### src/fis_rx_params.svh
// Register map and FIS length constants for the AHCI FIS receive path.
// All addresses are dword addresses in a 10-bit register space.
// Lengths count the dwords of each FIS kind, header included, end marker excluded.
// IGNORE has no save slot, so it only consumes dwords.
`ifndef FIS_RX_PARAMS_SVH
`define FIS_RX_PARAMS_SVH

// register dword address width
`define FIS_ADDR_BITS   10

// received-FIS area, port 0
`define FB_OFFS32       'h300    // base of the received-FIS area
`define PSFIS_OFFS32    'h8      // PIO setup slot
`define RFIS_OFFS32     'h10     // D2H register slot
`define SDBFIS_OFFS32   'h16     // set device bits slot

// port 0 task-file and signature registers
`define PXTFD_OFFS32    'h48     // PxTFD: err in 15:8, sts in 7:0
`define PXSIG_OFFS32    'h49     // PxSIG

// dwords consumed per kind
`define RFIS_LEN        5
`define PSFIS_LEN       5
`define SDBFIS_LEN      2
`define IGNORE_LEN      16       // longest FIS accepted before a fatal error

`endif

### src/fis_rx_pkg.sv
// Types shared by the FIS receive path and its testbench.
// The dword tag encoding matches the transport-layer FIFO output.
`include "fis_rx_params.svh"

package fis_rx_pkg;

    // tag travelling with each FIFO dword
    typedef enum logic [1:0] {
        DATA     = 2'd0,     // FIS body dword
        FIS_HEAD = 2'd1,     // first dword, FIS type in the low byte
        R_OK     = 2'd2,     // end marker, crc good
        R_ERR    = 2'd3      // end marker, crc or link error
    } in_type_e;

    typedef struct packed {
        logic [31:0] data;
        in_type_e    tag;
    } in_dword_t;            // 34 bits

    // what the host asks the receiver to do with the next FIS
    typedef enum logic [1:0] {
        RFIS,                // D2H register
        PSFIS,               // PIO setup
        SDBFIS,              // set device bits
        IGNORE               // consume and drop
    } fis_kind_e;

    typedef struct packed {
        logic [`FIS_ADDR_BITS-1:0] addr;
        logic [31:0]               data;
    } reg_wr_t;              // 42 bits

    typedef struct packed {
        fis_kind_e   kind;
        logic [3:0]  idx;    // dword position inside the FIS
        logic [31:0] data;
    } stored_dw_t;           // 38 bits

    typedef struct packed {
        logic [7:0] err;
        logic [7:0] sts;     // bit 7 BSY, bit 3 DRQ, bit 0 ERR
    } tfd_t;

endpackage

### src/fis_receive_top.sv
// AHCI port FIS receive path.
// The FIFO storer and the task-file unit share one register write port,
// the storer having priority; host command writes may be delayed while a FIS is stored.
// Inputs are sampled on the rising edge of mclk, hba_rst is synchronous.
`timescale 1ns/1ps

module fis_receive_top (
    input  logic                  mclk,
    input  logic                  hba_rst,
    input  logic                  in_valid,
    input  fis_rx_pkg::in_dword_t in_dword,
    output logic                  in_ready,
    input  logic                  get_valid,
    input  fis_rx_pkg::fis_kind_e get_kind,
    input  logic                  pcmd_fre,
    output logic                  fis_first_vld,
    output logic                  get_fis_busy,
    output logic                  get_fis_done,
    output logic                  fis_ok,
    output logic                  fis_err,
    output logic                  fis_ferr,
    input  logic                  update_sig,
    input  logic                  set_update_sig,
    input  logic                  update_err_sts,
    input  logic                  set_bsy,
    input  logic                  clear_bsy_drq,
    output logic                  sig_pending,
    output logic                  sig_available,
    output fis_rx_pkg::tfd_t      tfd,
    output logic [7:0]            pio_es,
    output logic                  reg_we,
    output fis_rx_pkg::reg_wr_t   reg_wr
);
    import fis_rx_pkg::*;

    logic       dw_valid;        // storer to task-file unit
    stored_dw_t stored_dw;
    logic [1:0] arb_valid;       // 0 storer, 1 task-file unit
    logic [1:0] arb_ready;
    reg_wr_t    arb_req [2];

    fis_stream_rx u_stream (
        .mclk          (mclk),
        .hba_rst       (hba_rst),
        .in_valid      (in_valid),
        .in_dword      (in_dword),
        .in_ready      (in_ready),
        .get_valid     (get_valid),
        .get_kind      (get_kind),
        .pcmd_fre      (pcmd_fre),
        .sig_pending   (sig_pending),
        .fis_first_vld (fis_first_vld),
        .get_fis_busy  (get_fis_busy),
        .get_fis_done  (get_fis_done),
        .fis_ok        (fis_ok),
        .fis_err       (fis_err),
        .fis_ferr      (fis_ferr),
        .dw_valid      (dw_valid),
        .stored_dw     (stored_dw),
        .wr_valid      (arb_valid[0]),
        .wr_req        (arb_req[0]),
        .wr_ready      (arb_ready[0])
    );

    tfd_sig_regs u_tfd (
        .mclk           (mclk),
        .hba_rst        (hba_rst),
        .dw_valid       (dw_valid),
        .stored_dw      (stored_dw),
        .update_sig     (update_sig),
        .set_update_sig (set_update_sig),
        .update_err_sts (update_err_sts),
        .set_bsy        (set_bsy),
        .clear_bsy_drq  (clear_bsy_drq),
        .sig_pending    (sig_pending),
        .sig_available  (sig_available),
        .tfd            (tfd),
        .pio_es         (pio_es),
        .wr_valid       (arb_valid[1]),
        .wr_req         (arb_req[1]),
        .wr_ready       (arb_ready[1])
    );

    reg_write_arb #(
        .N_REQ (2)
    ) u_arb (
        .mclk      (mclk),
        .hba_rst   (hba_rst),
        .req_valid (arb_valid),
        .req       (arb_req),
        .req_ready (arb_ready),
        .reg_we    (reg_we),
        .reg_wr    (reg_wr)
    );

endmodule

### src/fis_stream_rx.sv
// FIS framing and storage for the receive FIFO.
// A get command is taken only while get_fis_busy is low; other gets are dropped.
// The FIS header is dword 0 and is consumed as part of the FIS.
// Each saved dword becomes one register write request, held until granted.
// An overrun dword is consumed, raises fis_ferr and ends the FIS without a write;
// its end marker is then left in the FIFO for the host to handle.
`timescale 1ns/1ps
`include "fis_rx_params.svh"

module fis_stream_rx (
    input  logic                   mclk,
    input  logic                   hba_rst,
    input  logic                   in_valid,
    input  fis_rx_pkg::in_dword_t  in_dword,
    output logic                   in_ready,
    input  logic                   get_valid,
    input  fis_rx_pkg::fis_kind_e  get_kind,
    input  logic                   pcmd_fre,
    input  logic                   sig_pending,
    output logic                   fis_first_vld,
    output logic                   get_fis_busy,
    output logic                   get_fis_done,
    output logic                   fis_ok,
    output logic                   fis_err,
    output logic                   fis_ferr,
    output logic                   dw_valid,
    output fis_rx_pkg::stored_dw_t stored_dw,
    output logic                   wr_valid,
    output fis_rx_pkg::reg_wr_t    wr_req,
    input  logic                   wr_ready
);
    import fis_rx_pkg::*;

    fis_kind_e                 kind_r;      // kind of the running FIS
    logic                      save_r;      // dwords go to the received-FIS area
    logic [4:0]                rem_cnt;     // dwords still expected
    logic [3:0]                idx_r;       // position of the next dword
    logic [`FIS_ADDR_BITS-1:0] addr_r;      // next save address
    logic                      save_nxt;
    logic                      get_acc;
    logic                      consume;
    logic                      is_end;
    logic                      end_take;
    logic                      take_dw;
    logic                      overrun;

    function automatic logic [4:0] kind_len(fis_kind_e k);
        case (k)
            RFIS:    kind_len = 5'(`RFIS_LEN);
            PSFIS:   kind_len = 5'(`PSFIS_LEN);
            SDBFIS:  kind_len = 5'(`SDBFIS_LEN);
            default: kind_len = 5'(`IGNORE_LEN);
        endcase
    endfunction

    function automatic logic [`FIS_ADDR_BITS-1:0] kind_addr(fis_kind_e k);
        case (k)
            RFIS:    kind_addr = `FIS_ADDR_BITS'(`FB_OFFS32 + `RFIS_OFFS32);
            PSFIS:   kind_addr = `FIS_ADDR_BITS'(`FB_OFFS32 + `PSFIS_OFFS32);
            SDBFIS:  kind_addr = `FIS_ADDR_BITS'(`FB_OFFS32 + `SDBFIS_OFFS32);
            default: kind_addr = `FIS_ADDR_BITS'(`FB_OFFS32); // never written
        endcase
    endfunction

    // signature FIS is kept while the host waits for it, even with fre off
    always_comb begin
        case (get_kind)
            RFIS:          save_nxt = sig_pending || pcmd_fre;
            PSFIS, SDBFIS: save_nxt = pcmd_fre;
            default:       save_nxt = 1'b0;
        endcase
    end

    assign get_acc  = get_valid && !get_fis_busy;
    assign in_ready = get_fis_busy && (!wr_valid || wr_ready); // stall on an ungranted write
    assign consume  = in_valid && in_ready;
    assign is_end   = (in_dword.tag == R_OK) || (in_dword.tag == R_ERR);
    assign end_take = consume && is_end;
    assign take_dw  = consume && !is_end && (rem_cnt != 5'd0);
    assign overrun  = consume && !is_end && (rem_cnt == 5'd0); // FIS longer than its kind

    always_ff @(posedge mclk) begin
        if (hba_rst) begin
            get_fis_busy  <= 1'b0;
            get_fis_done  <= 1'b0;
            fis_ok        <= 1'b0;
            fis_err       <= 1'b0;
            fis_ferr      <= 1'b0;
            fis_first_vld <= 1'b0;
            dw_valid      <= 1'b0;
            wr_valid      <= 1'b0;
            kind_r        <= IGNORE;
            save_r        <= 1'b0;
            rem_cnt       <= 5'd0;
            idx_r         <= 4'd0;
        end else begin
            get_fis_done <= end_take || overrun;
            dw_valid     <= take_dw;                         // every body dword, saved or not
            if (get_acc) begin
                get_fis_busy <= 1'b1;
                kind_r       <= get_kind;
                save_r       <= save_nxt;
                rem_cnt      <= kind_len(get_kind);
                idx_r        <= 4'd0;
            end else if (end_take || overrun) begin
                get_fis_busy <= 1'b0;
            end else if (take_dw) begin
                rem_cnt <= rem_cnt - 5'd1;
                idx_r   <= idx_r + 4'd1;
            end
            if (get_acc) begin
                fis_ok  <= 1'b0;
                fis_err <= 1'b0;
            end else if (end_take) begin
                fis_ok  <= in_dword.tag == R_OK;
                fis_err <= in_dword.tag == R_ERR;
            end
            if (overrun) fis_ferr <= 1'b1;                   // fatal, cleared by reset only
            if (get_acc) begin
                fis_first_vld <= 1'b0;
            end else if (in_valid && !get_fis_busy && (in_dword.tag == FIS_HEAD)) begin
                fis_first_vld <= 1'b1;                       // header waiting to be decoded
            end
            if (take_dw && save_r) begin
                wr_valid <= 1'b1;
            end else if (wr_ready) begin
                wr_valid <= 1'b0;
            end
        end
    end

    always_ff @(posedge mclk) begin
        if (get_acc) begin
            addr_r <= kind_addr(get_kind);
        end else if (take_dw && save_r) begin
            addr_r <= addr_r + `FIS_ADDR_BITS'(1);
        end
        if (take_dw) begin
            stored_dw <= '{kind: kind_r, idx: idx_r, data: in_dword.data};
        end
        if (take_dw && save_r) begin
            wr_req <= '{addr: addr_r, data: in_dword.data};
        end
    end

endmodule

### src/reg_write_arb.sv
// Fixed-priority arbiter for the register write port, lowest index wins.
// req_ready is combinational from req_valid, so a request is granted in the
// cycle it is seen unless a lower index also asks.
// The granted write appears on reg_we/reg_wr one cycle after the handshake.
// The register side never stalls.
`timescale 1ns/1ps

module reg_write_arb #(
    parameter int N_REQ = 2
) (
    input  logic                mclk,
    input  logic                hba_rst,
    input  logic [N_REQ-1:0]    req_valid,
    input  fis_rx_pkg::reg_wr_t req [N_REQ],
    output logic [N_REQ-1:0]    req_ready,
    output logic                reg_we,
    output fis_rx_pkg::reg_wr_t reg_wr
);
    localparam int IDX_W = (N_REQ > 1) ? $clog2(N_REQ) : 1;

    logic [N_REQ-1:0] gnt;       // one-hot grant
    logic [IDX_W-1:0] gnt_idx;   // index of the granted requester

    // scan from the top so the lowest valid index is left standing
    always_comb begin
        gnt     = '0;
        gnt_idx = '0;
        for (int i = N_REQ - 1; i >= 0; i--) begin
            if (req_valid[i]) begin
                gnt     = '0;
                gnt[i]  = 1'b1;
                gnt_idx = IDX_W'(i);
            end
        end
    end

    assign req_ready = gnt;

    always_ff @(posedge mclk) begin
        if (hba_rst) begin
            reg_we <= 1'b0;
        end else begin
            reg_we <= |gnt;                                  // one write per cycle at most
        end
    end

    always_ff @(posedge mclk) begin
        if (|gnt) reg_wr <= req[gnt_idx];
    end

endmodule

### src/tfd_sig_regs.sv
// Task-file, signature and PIO E_Status capture for one port.
// Fields are taken from body dwords of every received FIS, saved or not.
// Host commands take effect on the next edge, and the resulting register write
// waits in a single slot for the arbiter; a newer command replaces a waiting write.
// When a PxTFD and a PxSIG command come together, the PxTFD write is kept.
`timescale 1ns/1ps
`include "fis_rx_params.svh"

module tfd_sig_regs (
    input  logic                   mclk,
    input  logic                   hba_rst,
    input  logic                   dw_valid,
    input  fis_rx_pkg::stored_dw_t stored_dw,
    input  logic                   update_sig,
    input  logic                   set_update_sig,
    input  logic                   update_err_sts,
    input  logic                   set_bsy,
    input  logic                   clear_bsy_drq,
    output logic                   sig_pending,
    output logic                   sig_available,
    output fis_rx_pkg::tfd_t       tfd,
    output logic [7:0]             pio_es,
    output logic                   wr_valid,
    output fis_rx_pkg::reg_wr_t    wr_req,
    input  logic                   wr_ready
);
    import fis_rx_pkg::*;

    logic [31:0] sig_r;          // device signature from the last D2H FIS
    tfd_t        tfd_nxt;
    logic        rfis_dw;
    logic        psfis_dw;
    logic        sdbfis_dw;
    logic        cmd_tfd;        // command that rewrites PxTFD
    logic        cmd_sig;        // signature write actually requested

    assign rfis_dw   = dw_valid && (stored_dw.kind == RFIS);
    assign psfis_dw  = dw_valid && (stored_dw.kind == PSFIS);
    assign sdbfis_dw = dw_valid && (stored_dw.kind == SDBFIS);
    assign cmd_tfd   = update_err_sts || set_bsy || clear_bsy_drq;
    assign cmd_sig   = update_sig && sig_pending;

    // capture first, host bit commands on top of it
    always_comb begin
        tfd_nxt = tfd;
        if (rfis_dw && (stored_dw.idx == 4'd0)) begin
            tfd_nxt = stored_dw.data[15:0];                  // err high byte, sts low byte
        end else if (psfis_dw && (stored_dw.idx == 4'd0)) begin
            tfd_nxt.err = stored_dw.data[31:24];
            tfd_nxt.sts = stored_dw.data[23:16];
        end else if (sdbfis_dw && (stored_dw.idx == 4'd0)) begin
            tfd_nxt.err      = stored_dw.data[15:8];
            tfd_nxt.sts[6:4] = stored_dw.data[6:4];          // BSY and DRQ stay as they are
            tfd_nxt.sts[2:0] = stored_dw.data[2:0];
        end
        if (clear_bsy_drq) begin
            tfd_nxt.sts[7] = 1'b0;
            tfd_nxt.sts[3] = 1'b0;
        end
        if (set_bsy) tfd_nxt.sts[7] = 1'b1;
    end

    always_ff @(posedge mclk) begin
        if (hba_rst) begin
            tfd           <= '0;
            pio_es        <= 8'd0;
            sig_pending   <= 1'b1;                           // first D2H after reset is the signature
            sig_available <= 1'b0;
            wr_valid      <= 1'b0;
        end else begin
            tfd <= tfd_nxt;
            if (psfis_dw && (stored_dw.idx == 4'd3)) pio_es <= stored_dw.data[31:24];
            if (set_update_sig) begin
                sig_pending <= 1'b1;
            end else if (update_sig) begin
                sig_pending <= 1'b0;
            end
            if (cmd_sig) begin
                sig_available <= 1'b0;
            end else if (rfis_dw && (stored_dw.idx == 4'd3)) begin
                sig_available <= 1'b1;                       // last signature byte in
            end
            if (cmd_tfd || cmd_sig) begin
                wr_valid <= 1'b1;
            end else if (wr_ready) begin
                wr_valid <= 1'b0;
            end
        end
    end

    always_ff @(posedge mclk) begin
        if (rfis_dw && (stored_dw.idx == 4'd1)) sig_r[31:8] <= stored_dw.data[23:0];
        if (rfis_dw && (stored_dw.idx == 4'd3)) sig_r[7:0]  <= stored_dw.data[7:0];
        if (cmd_tfd) begin
            wr_req <= '{addr: `FIS_ADDR_BITS'(`PXTFD_OFFS32), data: {16'd0, tfd_nxt}};
        end else if (cmd_sig) begin
            wr_req <= '{addr: `FIS_ADDR_BITS'(`PXSIG_OFFS32), data: sig_r};
        end
    end

endmodule

### config.mk
export PLATFORM = sky130hd
export DESIGN_NAME = fis_receive_top
export DESIGN_NICKNAME = d
export VERILOG_FILES = /design/src/fis_rx_pkg.sv /design/src/fis_receive_top.sv /design/src/fis_stream_rx.sv /design/src/reg_write_arb.sv /design/src/tfd_sig_regs.sv
export VERILOG_INCLUDE_DIRS = /design/src /design/src/src
export SDC_FILE = /design/constraint.sdc
export NUM_CORES = 1
export LEC_CHECK = 0
export BUFFER_PORTS_ARGS = -buffer_cell sky130_fd_sc_hd__buf_2
export CAP_MARGIN = 30
export CORE_ASPECT_RATIO = 1.5
export CORE_MARGIN = 2
export CORE_UTILIZATION = 40
export CTS_CLUSTER_DIAMETER = 60
export DETAILED_ROUTE_END_ITERATION = 10
export GPL_TIMING_DRIVEN = 0
export MAX_ROUTING_LAYER = met4
export PLACE_DENSITY = 0.67
export SLEW_MARGIN = 20
export SYNTH_ARGS = -nofsm -noshare
export SYNTH_HDL_FRONTEND = slang
export SYNTH_SLANG_ARGS = --single-unit
### constraint.sdc
create_clock -name mclk -period 6.08 [get_ports mclk]
set_input_delay 0.304 -clock mclk [delete_from_list [all_inputs] [get_ports mclk]]
set_output_delay 0.304 -clock mclk [all_outputs]
set_load 0.005 [all_outputs]
==> results of run 1 <==
layout make-up:
type | instances | area, um^2
fill | 1967 | 11600
clock inverter | 9 | 48.8
multi-input combinational | 365 | 2400
buffer | 33 | 134
antenna | 2 | 5.00
tap | 280 | 350
sequential | 245 | 6710
inverter | 11 | 41.3
clock buffer | 31 | 636
timing repair buffer | 158 | 975
placed cells by master (no fill, tap or decap), drive strengths merged, types with 5 or more instances in the layout:
master and instances:
nand2 69, inv 11, nand3 9, nor2 48, clkbuf 60, xnor2 5
dfxtp 65, o41ai 12, edfxtp 180, a21oi 25, nor2b 14, mux2i 10
o21ai 9, and2 11, o21a 12, dlygate4sd3 27, clkinv 8, nand2b 6
nor3 17, ha 8, nor4 29, mux2 34, xor2 5, buf 135
cells in the mapped netlist, types with 5 or more instances:
| master | n | area, um^2 |
|---|---|---|
| edfxtp_1 | 180 | 5410 |
| xnor2_1 | 5 | 43.8 |
| o41ai_2 | 7 | 114 |
| clkbuf_1 | 29 | 109 |
| nand2b_1 | 6 | 37.5 |
| xor2_1 | 5 | 43.8 |
| ha_1 | 8 | 100 |
| nand2_1 | 69 | 259 |
| nand3_1 | 9 | 45.0 |
| and2_1 | 11 | 68.8 |
| dfxtp_1 | 65 | 1300 |
| o21a_1 | 12 | 90.1 |
| inv_1 | 10 | 37.5 |
| nor4_1 | 29 | 181 |
| o21ai_0 | 7 | 35.0 |
| mux2i_1 | 10 | 100 |
| nor3_1 | 15 | 75.1 |
| mux2_2 | 34 | 383 |
| nor2_1 | 47 | 176 |
| o41ai_1 | 5 | 43.8 |
| a21oi_1 | 25 | 125 |
| nor2b_1 | 14 | 87.6 |
how the worst min path moves through the flow:
stage | from | end | slack, ns
3_3_place_gp | u_stream.kind_r[1] | u_stream.stored_dw[37] | 0.42
6_report | set_update_sig | u_tfd.sig_pending | 0.01
2_1_floorplan | clear_bsy_drq | u_tfd.tfd[3] | 0.38
3_5_place_dp | u_stream.kind_r[1] | u_stream.stored_dw[37] | 0.42
4_1_cts | set_update_sig | u_tfd.sig_pending | 0.003
5_1_grt | set_update_sig | u_tfd.sig_pending | 0.01
worst max-delay path: cells and delay by family, from the launching register on:
| kind | cells | cell delay [ns] |
|---|---|---|
| buffers and inverters | 1 | 0.33 |
| DFF | 1 | 0.48 |
| and+or+nand+nor | 3 | 1.40 |
state kept, by name, indices dropped and copies added, names as in the netlist, 2 cells and up:
| signal | count |
|---|---|
| u_stream.rem_cnt | 5 |
| u_tfd.sig_r | 32 |
| u_stream.wr_req | 42 |
| u_tfd.tfd | 16 |
| u_arb.reg_wr | 42 |
| u_tfd.pio_es | 8 |
| u_tfd.wr_req | 33 |
| u_stream.stored_dw | 38 |
| u_stream.addr_r | 10 |
| u_stream.kind_r | 2 |
| u_stream.idx_r | 4 |
metrics by stage:
stage	util [%]	instances
2_1_floorplan	-	654
3_3_place_gp	44.6	1055
3_5_place_dp	45.2	1065
4_1_cts	49.3	1132
5_1_grt	49.3	1134
6_report	49.3	1134
metal layers:
| layer | wire, um | up-vias |
|---|---|---|
| met2 | 11200 | 145 |
| li1 | - | 2782 |
| met3 | 1310 | 38 |
| met4 | 493 | 0 |
| met1 | 8080 | 2772 |
| met5 | 0 | - |
cells by family (layout without fill, tap and decap cells):
family,count (synthesis),after routing,share of synthesized area [%]
DFF,245,245,72.5
AOI/OAI and AO/OA,81,81,6.43
adders and majority gates,8,8,1.08
muxes,44,44,5.22
other,0,2,0
xor gates and xnor gates,10,10,0.946
and+or+nand+nor,222,222,12.0
buffers and inverters,44,242,1.89
power groups by stage:
stage | Sequential, mW | Combinational, mW | Clock (mW)
after floorplan | 1.89 | 0.0855 | 0
after global placement | 1.89 | 0.159 | 0
after detailed placement | 1.89 | 0.165 | 0
after CTS | 1.86 | 0.181 | 1.34
after global routing | 1.86 | 0.199 | 1.40
final | 1.86 | 0.178 | 1.32
==> flow_summary.yaml, run 1 <==
final_layout:
  finalInstanceArea_um2: 11300
  final_net_count: 890
  synthToLayoutAreaGrowth_pct: 22.0
  drive_above_1_share_pct: 25.6
status:
  status: "complete, no violations"
cts:
  cts_setup_buffers: 0
  clk_pin_slew_ns: 0.06
  cts_buffer_depth: 3
  cts_max_level: 1
  cts_tree: "built"
  cts-resized-gates: 0
  cts_root_buf: "clkbuf_16"
  clk_latency_ns: 0.51
  cts_buffers: 22
  cts_hold_buf: 27
  cts_num_sinks: 245
critical_path:
  cpMaxStageDelayCell: "and3_4"
  critPathArrivalTime_ns: 2.73
  r2r-end: "u_stream.addr_r[0]"
  critPathCaptureType: "register"
  cp-start-kind: "register"
  r2r_start: "u_stream.get_fis_busy"
  r2r_setup_slack_ns: 3.50
  cp-startpoint: "u_stream.get_fis_busy"
  max_stage_delay_ns: 0.71
  rr_worst_depth: 4
  worstPathMaxFanout: 43
  path_cells: "and3b_1 > clkbuf_1 > and3_4 > nand2b_1"
  endpoint: "u_stream.addr_r[0]"
  critical_path_class: "register to register"
  cp.required_ns: 6.22
power:
  switching_share_pct: 21.2
  p_total_mw: 3.35
  intPower_mw: 2.64
  p_leak_nw: 4.17
  p_per_area_nw_per_um2: 297
  seqPwrFrac_pct: 55.3
  switchingPower_mw: 0.711
  peakVddDrop_uv: 195
  comb_power_share_pct: 5.3
  clockPowerShare_pct: 39.4
logic_synthesis:
  ys_ff_latch: 245
  ys_seq_area_share_pct: 72.5
  syn_avg_cell_area_um2: 14.2
  synth_warnings: 0
  ys_types: 50
  synthCells: 654
  synth.net_count: 708
  ys_async_sr_fraction_pct: 0
  synthFlopType: "edfxtp_1"
  synth.cell_area_um2: 9260
  synth_edf_count: 180
grt:
  grt_max_degree: 44
  use_met2_pct: 31.8
  antenna_found_initial: 2
  grtUsageTotal_pct: 17.9
  grt.overflow.total: 0
  grt_busiest_layer: "met2"
  grt_pass1_vias: 5769
  use_met3_pct: 3.40
  grt.met1_usage_pct: 20.4
  grt_pass1_wl_um: 32400
timing:
  post-route-period-util_pct: 42.5
  min_period_ns: 2.58
  drv_slew: 0
  setup_viol: 0
  worst_hold_slack_ns: 0.0106
  grt_setup_unrepaired: "no"
  setup_ws_ns: 3.50
  fin_worst_skew_ns: 0.0205
  hold_violations: 0
  maxSlewHeadroom_pct: 41.1
  finalSetupTns_ns: 0
  worstMarginPinSlew_ns: 0.881
  fmax_mhz: 387
placement:
  hpwl_um: 15100
  dpl_cell_area_um2: 10300
  portBuffers: 121
  dp_slack_ns: 3.40
  gp_congestion: 0.856
floorplanning:
  core-area_um2: 22900
  pin_count: 122
  floorplan.initialDensity_pct: 40.4
  row_count: 68
  die_height_um: 190
  die_w_um: 128
  die_area_um2: 24400
routing:
  wl_per_cell_um: 18.6
  routed_wl_um: 21000
  drc: 0
  vias: 5737
  drt_first_pass_iters: 4
  final_antenna_net_count: 0
  drt_iter0_markers: 350
  drt-vias-per-instance: 5.06
worst_hold_path:
  hold_class: "input port to register"
  hold_depth: 3
job:
  cap_viol_max_count: 0
Note: power is estimated with default switching activity, not from simulation.
==> inputs of run 2 (changes only) <==
--- a/config.mk
+++ b/config.mk
@@ -6,6 +6,7 @@
 export SDC_FILE = /design/constraint.sdc
 export NUM_CORES = 1
 export LEC_CHECK = 0
+export ABC_AREA = 1
 export BUFFER_PORTS_ARGS = -buffer_cell sky130_fd_sc_hd__buf_2
 export CAP_MARGIN = 30
 export CORE_ASPECT_RATIO = 1.5
==> constraint.sdc (replaced) <==
create_clock -name mclk -period 2.6 [get_ports mclk]
set_input_delay 0.13 -clock mclk [delete_from_list [all_inputs] [get_ports mclk]]
set_output_delay 0.13 -clock mclk [all_outputs]
set_load 0.005 [all_outputs]
==> run 2 against run 1 <==
Net effect: critical path depth increased by 5; register-to-register slack got worse by 3.1 ns; flip-flop and latch count unchanged; count of clock-buffer cells in the layout decreased by 6; via count increased by 13%; clock skew decreased by 0.0052 ns; routed wire length increased by 6.0%; largest power group unchanged.
==> flow_summary.yaml, run 2 <==
floorplanning:
  core-area_um2: 23100
  die_height_um: 192
  row_count: 68
  pin_count: 122
  die_w_um: 129
  floorplan.initialDensity_pct: 40.7
  die_area_um2: 24700
logic_synthesis:
  synth.most_common_cell: "nand2_1"
  synth_edf_count: 180
  synthCells: 828
  synth.area.top_cells: "edfxtp_1, dfxtp_1, nand2_1"
  synth.top_cell.area_share_pct: 57.6
  syn_avg_cell_area_um2: 11.3
  synth_warnings: 0
  ys_top_cells_by_count: "nand2_1, edfxtp_1, inv_1"
  synth.cell_area_um2: 9380
  ys_ff_latch: 245
  synthFlopType: "edfxtp_1"
  ys_seq_area_share_pct: 71.5
  yosysTopAreaCell: "edfxtp_1"
  synth.net_count: 882
  ys_async_sr_fraction_pct: 0
  ys_types: 34
critical_path:
  max_stage_delay_ns: 0.52
  path_cells: "inv_1 > ha_1 > inv_1 > nor3_1 > nand2_1 > nand2_1 > buf_4 > nor2_4 > buf_12"
  critical_path_class: "register to register"
  critPathCaptureType: "register"
  cpMaxStageDelayCell: "nor2_4"
  cp.required_ns: 2.80
  worstPathMaxFanout: 25
  cp-start-kind: "register"
  critPathArrivalTime_ns: 2.45
power:
  p_total_mw: 8.47
  peakVddDrop_uv: 577
  p_per_area_nw_per_um2: 719
  p_leak_nw: 4.94
timing:
  setup_viol: 0
  finalSetupTns_ns: 0
  post-route-period-util_pct: 86.6
  hold_violations: 0
  min_period_ns: 2.25
  grt_setup_unrepaired: "no"
  fmax_mhz: 444
  maxSlewHeadroom_pct: 38.5
  setup_ws_ns: 0.349
  fin_worst_skew_ns: 0.0153
  worst_hold_slack_ns: 0.127
  drv_slew: 0
  worstMarginPinSlew_ns: 0.916
routing:
  drt-vias-per-instance: 4.76
  routed_wl_um: 22300
  vias: 6457
  drc: 0
  drt_first_pass_iters: 5
  drt_iter0_markers: 424
  final_antenna_net_count: 0
  wl_per_cell_um: 16.4
placement:
  dp_slack_ns: 0.317
  dp.cells: 1269
  portBuffers: 121
  gp_congestion: 0.824
  hpwl_um: 15700
worst_hold_path:
  hold_class: "input port to register"
grt:
  antenna_found_initial: 0
  grt_max_degree: 30
  grt_pass1_vias: 6350
  grtUsageTotal_pct: 18.5
  grt.overflow.total: 0
  grt_pass1_wl_um: 33800
cts:
  clk_latency_ns: 0.51
  cts_setup_buffers: 0
  cts_buffer_depth: 3
  cts_tree: "built"
  cts_num_sinks: 245
  cts-resized-gates: 0
  clk_pin_slew_ns: 0.06
  cts_buffers: 22
  cts_max_level: 1
  cts_root_buf: "clkbuf_16"
final_layout:
  synthToLayoutAreaGrowth_pct: 25.6
  layout_commonest_cell: "nand2_1"
  final_net_count: 1079
  largestRegisters: "u_arb.reg_wr x42, u_stream.wr_req x42, u_stream.stored_dw x38"
  layout_common_cells: "nand2_1, edfxtp_1, buf_2, inv_1, dfxtp_1"
  drive_above_1_share_pct: 20.3
  stdcell_count: 1356
  diodes: 0
status:
  status: "complete, no violations"
job:
  cap_viol_max_count: 0
-- run 2: area by class of cell --
class / instances / area (um^2)
clock inverters: 15 / 233
flip-flops and latches: 245 / 6710
multi-input cells: 479 / 2220
inverters: 76 / 288
repair buffers: 173 / 1160
fillers: 2014 / 11300
clock buffers: 25 / 593
well taps: 315 / 394
plain buffers: 28 / 188
-- run 2: cell families (layout without fill, tap and decap cells) --
family / Yosys count / in the layout / share of synthesized area, %
compound gates: 86 / 86 / 4.72
xor+xnor: 1 / 1 / 0.0934
fa+ha+maj: 8 / 8 / 1.07
buf+inv: 104 / 317 / 5.07
flops: 245 / 245 / 71.5
simple gates: 384 / 384 / 17.5
-- run 2: critical path: cells and delay by family, from the launching register on --
family | cells | cell delay [ns]
and+or+nand+nor | 4 | 0.73
buffers and inverters | 4 | 0.61
DFF | 1 | 0.37
adders and majority gates | 1 | 0.21
-- run 2: per-stage QoR --
step	util [%]	area, um^2
2_1_floorplan	-	9390
3_3_place_gp	45.0	10400
3_5_place_dp	45.5	10500
4_1_cts	51.0	11800
5_1_grt	51.1	11800
6_report	51.1	11800
-- run 2: metal layers --
layer	wire [um]	GRT usage, %
met5	0	-
met4	782	7.48
met2	11800	32.7
met1	8780	21.0
met3	971	2.80
-- run 2: path summary, 6_finish.rpt --
check,from,slack (ns),cells past startpoint,to
setup / recovery,u_stream.rem_cnt[0],0.35,9,u_stream.wr_req[14]
hold / removal,get_valid,0.13,4,u_stream.rem_cnt[4]
setup reg to reg,u_stream.rem_cnt[0],0.35,9,u_stream.wr_req[14]
hold reg to reg,u_tfd.wr_req[21],0.45,2,u_tfd.wr_req[21]
-- run 2: repair_timing --
item,4_1_cts,5_1_grt
hold buffers,46,0
hold endpoints to repair,76,0
setup endpoints to repair,0,0
-- run 2: power breakdown --
group | switching [mW] | internal, mW | leakage [nW]
Combinational | 0.273 | 0.179 | 2.30
Sequential | 0.0542 | 4.30 | 2.23
Clock | 1.42 | 2.24 | 0.404
Total | 1.74 | 6.72 | 4.94
==> inputs of run 3 (changes only) <==
--- a/config.mk
+++ b/config.mk
@@ -11,12 +11,11 @@
 export CAP_MARGIN = 30
 export CORE_ASPECT_RATIO = 1.5
 export CORE_MARGIN = 2
-export CORE_UTILIZATION = 40
+export CORE_UTILIZATION = 57
 export CTS_CLUSTER_DIAMETER = 60
 export DETAILED_ROUTE_END_ITERATION = 10
-export GPL_TIMING_DRIVEN = 0
 export MAX_ROUTING_LAYER = met4
-export PLACE_DENSITY = 0.67
+export PLACE_DENSITY = 0.87
 export SLEW_MARGIN = 20
 export SYNTH_ARGS = -nofsm -noshare
 export SYNTH_HDL_FRONTEND = slang
==> run 3 against run 2 <==
Net effect: routed wire length decreased by 1.5%; final cell count decreased by 9.9%; sequential power about the same; non-clock buffer count decreased by 25; die area decreased by 29%; clock skew increased by 0.0055 ns; setup slack improved by 0.23 ns; power decreased by 2.1%; global-route usage increased by 7.8 points; critical endpoint is now u_tfd.tfd[7]; largest cell class unchanged; highest routed layer unchanged.
==> flow_summary.yaml, run 3 (synthesized netlist as in run 2, its figures left out) <==
status:
  status: "complete, no violations"
final_layout:
  layout_common_cells: "nand2_1, edfxtp_1, buf_2, inv_1, dfxtp_1"
  diodes: 0
  synthToLayoutAreaGrowth_pct: 21.9
  final_net_count: 1054
  largestRegisters: "u_arb.reg_wr x42, u_stream.wr_req x42, u_stream.stored_dw x38"
  layout_commonest_cell: "nand2_1"
  drive_above_1_share_pct: 19.8
  nFillCells: 1020
job:
  cap_viol_max_count: 0
placement:
  portBuffers: 121
  dp_slack_ns: 0.692
  gp_congestion: 0.837
  hpwl_um: 13600
timing:
  worstMarginPinSlew_ns: 0.655
  min_period_ns: 2.02
  setup_viol: 0
  fin_worst_skew_ns: 0.0209
  fmax_mhz: 495
  setup_ws_ns: 0.581
  maxSlewHeadroom_pct: 56.3
  post-route-period-util_pct: 77.7
  drv_slew: 0
  grt_setup_unrepaired: "no"
  finalSetupTns_ns: 0
  hold_violations: 0
critical_path:
  critical_path_class: "register to register"
  cp.required_ns: 2.99
  worstPathMaxFanout: 17
  cpMaxStageDelayCell: "dlygate4sd3_1"
  critPathMostFrequentCell: "nand2_1"
  max_stage_delay_ns: 0.59
  worst-path-buf-inv: 2
  critPathCaptureType: "register"
  path_cells: "inv_2 > nand2_1 > nor2_4 > nand2_4 > nand2_1 > nand2_1 > nand2_1 > a21oi_1 > dlygate4sd3_1"
  cp-start-kind: "register"
  critPathArrivalTime_ns: 2.41
  cp_top_family: "simple AND/OR/NAND/NOR gates"
  r2r_setup_slack_ns: 0.58
cts:
  cts_max_level: 1
  cts_root_buf: "clkbuf_16"
  cts_tree: "built"
  cts_num_sinks: 245
  cts_buffer_depth: 3
  clk_pin_slew_ns: 0.06
  cts_buffers: 22
  clk_latency_ns: 0.51
  cts-resized-gates: 0
grt:
  grt_pass1_vias: 6423
  antenna_found_initial: 0
  grt.overflow.total: 0
  grt_busiest_layer: "met2"
  use_met2_pct: 43.1
  grt_pass1_wl_um: 34000
  grt_max_degree: 43
  grtUsageTotal_pct: 26.4
  use_met3_pct: 3.67
  grt.met1_usage_pct: 32.5
floorplanning:
  die_area_um2: 17500
  core-area_um2: 16200
  row_count: 57
  die_w_um: 109
  floorplan.initialDensity_pct: 57.9
  pin_count: 122
  die_height_um: 161
worst_hold_path:
  hold_class: "input port to register"
routing:
  drt_iter0_markers: 646
  drc: 0
  drt-vias-per-instance: 5.50
  final_antenna_net_count: 0
  drt_first_pass_iters: 6
  routed_wl_um: 22000
  wl_per_cell_um: 18.0
  vias: 6719
power:
  peakVddDrop_uv: 504
  p_leak_nw: 4.83
  p_per_area_nw_per_um2: 725
[run 3: what timing repair did]
action	4_1_cts	5_1_grt
hold endpoints to repair	73	0
hold buffers	43	0
buffers inserted	0	0
[run 3: path summary, 6_finish.rpt]
check                                   endpoint  cells past startpoint                   start
worst max-delay path                u_tfd.tfd[7]                      9  u_stream.stored_dw[32]
worst min-delay path                u_tfd.tfd[3]                      2                 hba_rst
worst max register to register      u_tfd.tfd[7]                      9  u_stream.stored_dw[32]
worst min register to register  u_tfd.wr_req[20]                      2        u_tfd.wr_req[20]
[run 3: routing by layer]
metal | part of all wire [%] | routed length, um
met5 | 0 | 0
met4 | 4.5 | 986
met3 | 7.6 | 1680
met2 | 51 | 11300
met1 | 36 | 8010
[run 3: power by group]
group | switching, mW | total, mW | internal [mW]
clock | 1.40 | 3.49 | 2.08
combinational | 0.268 | 0.439 | 0.171
sequential | 0.0578 | 4.36 | 4.30
total | 1.73 | 8.29 | 6.56
[run 3: worst register-to-register path, stage by stage (launching register included)]
cell	delay (ns)
edfxtp_1	0.42
inv_2	0.11
nand2_1	0.09
nor2_4	0.19
nand2_4	0.19
nand2_1	0.11
nand2_1	0.06
nand2_1	0.09
a21oi_1	0.07
dlygate4sd3_1	0.59
[run 3: layout make-up]
cell class	instances	area (um^2)	share of cell area [%]
clock buffers	28	614	5.38
clock inverters	12	176	1.54
inverters	76	288	2.52
multi-input cells	479	2220	19.4
flip-flops and latches	245	6710	58.7
well taps	206	258	2.26
repair buffers	176	1160	10.2
[run 3: through the flow]
step	utilization, %	std cells	cell area [um^2]	total power [mW]	hold slack (ns)
global placement	63.0	1139	10200	4.80	0.319
finish	70.6	1222	11400	8.29	0.145
global route	70.6	1222	11400	8.50	0.165
CTS	70.6	1222	11400	8.30	0.125
detailed placement	63.0	1139	10200	4.82	0.324
floorplan	-	828	9390	4.64	0.219
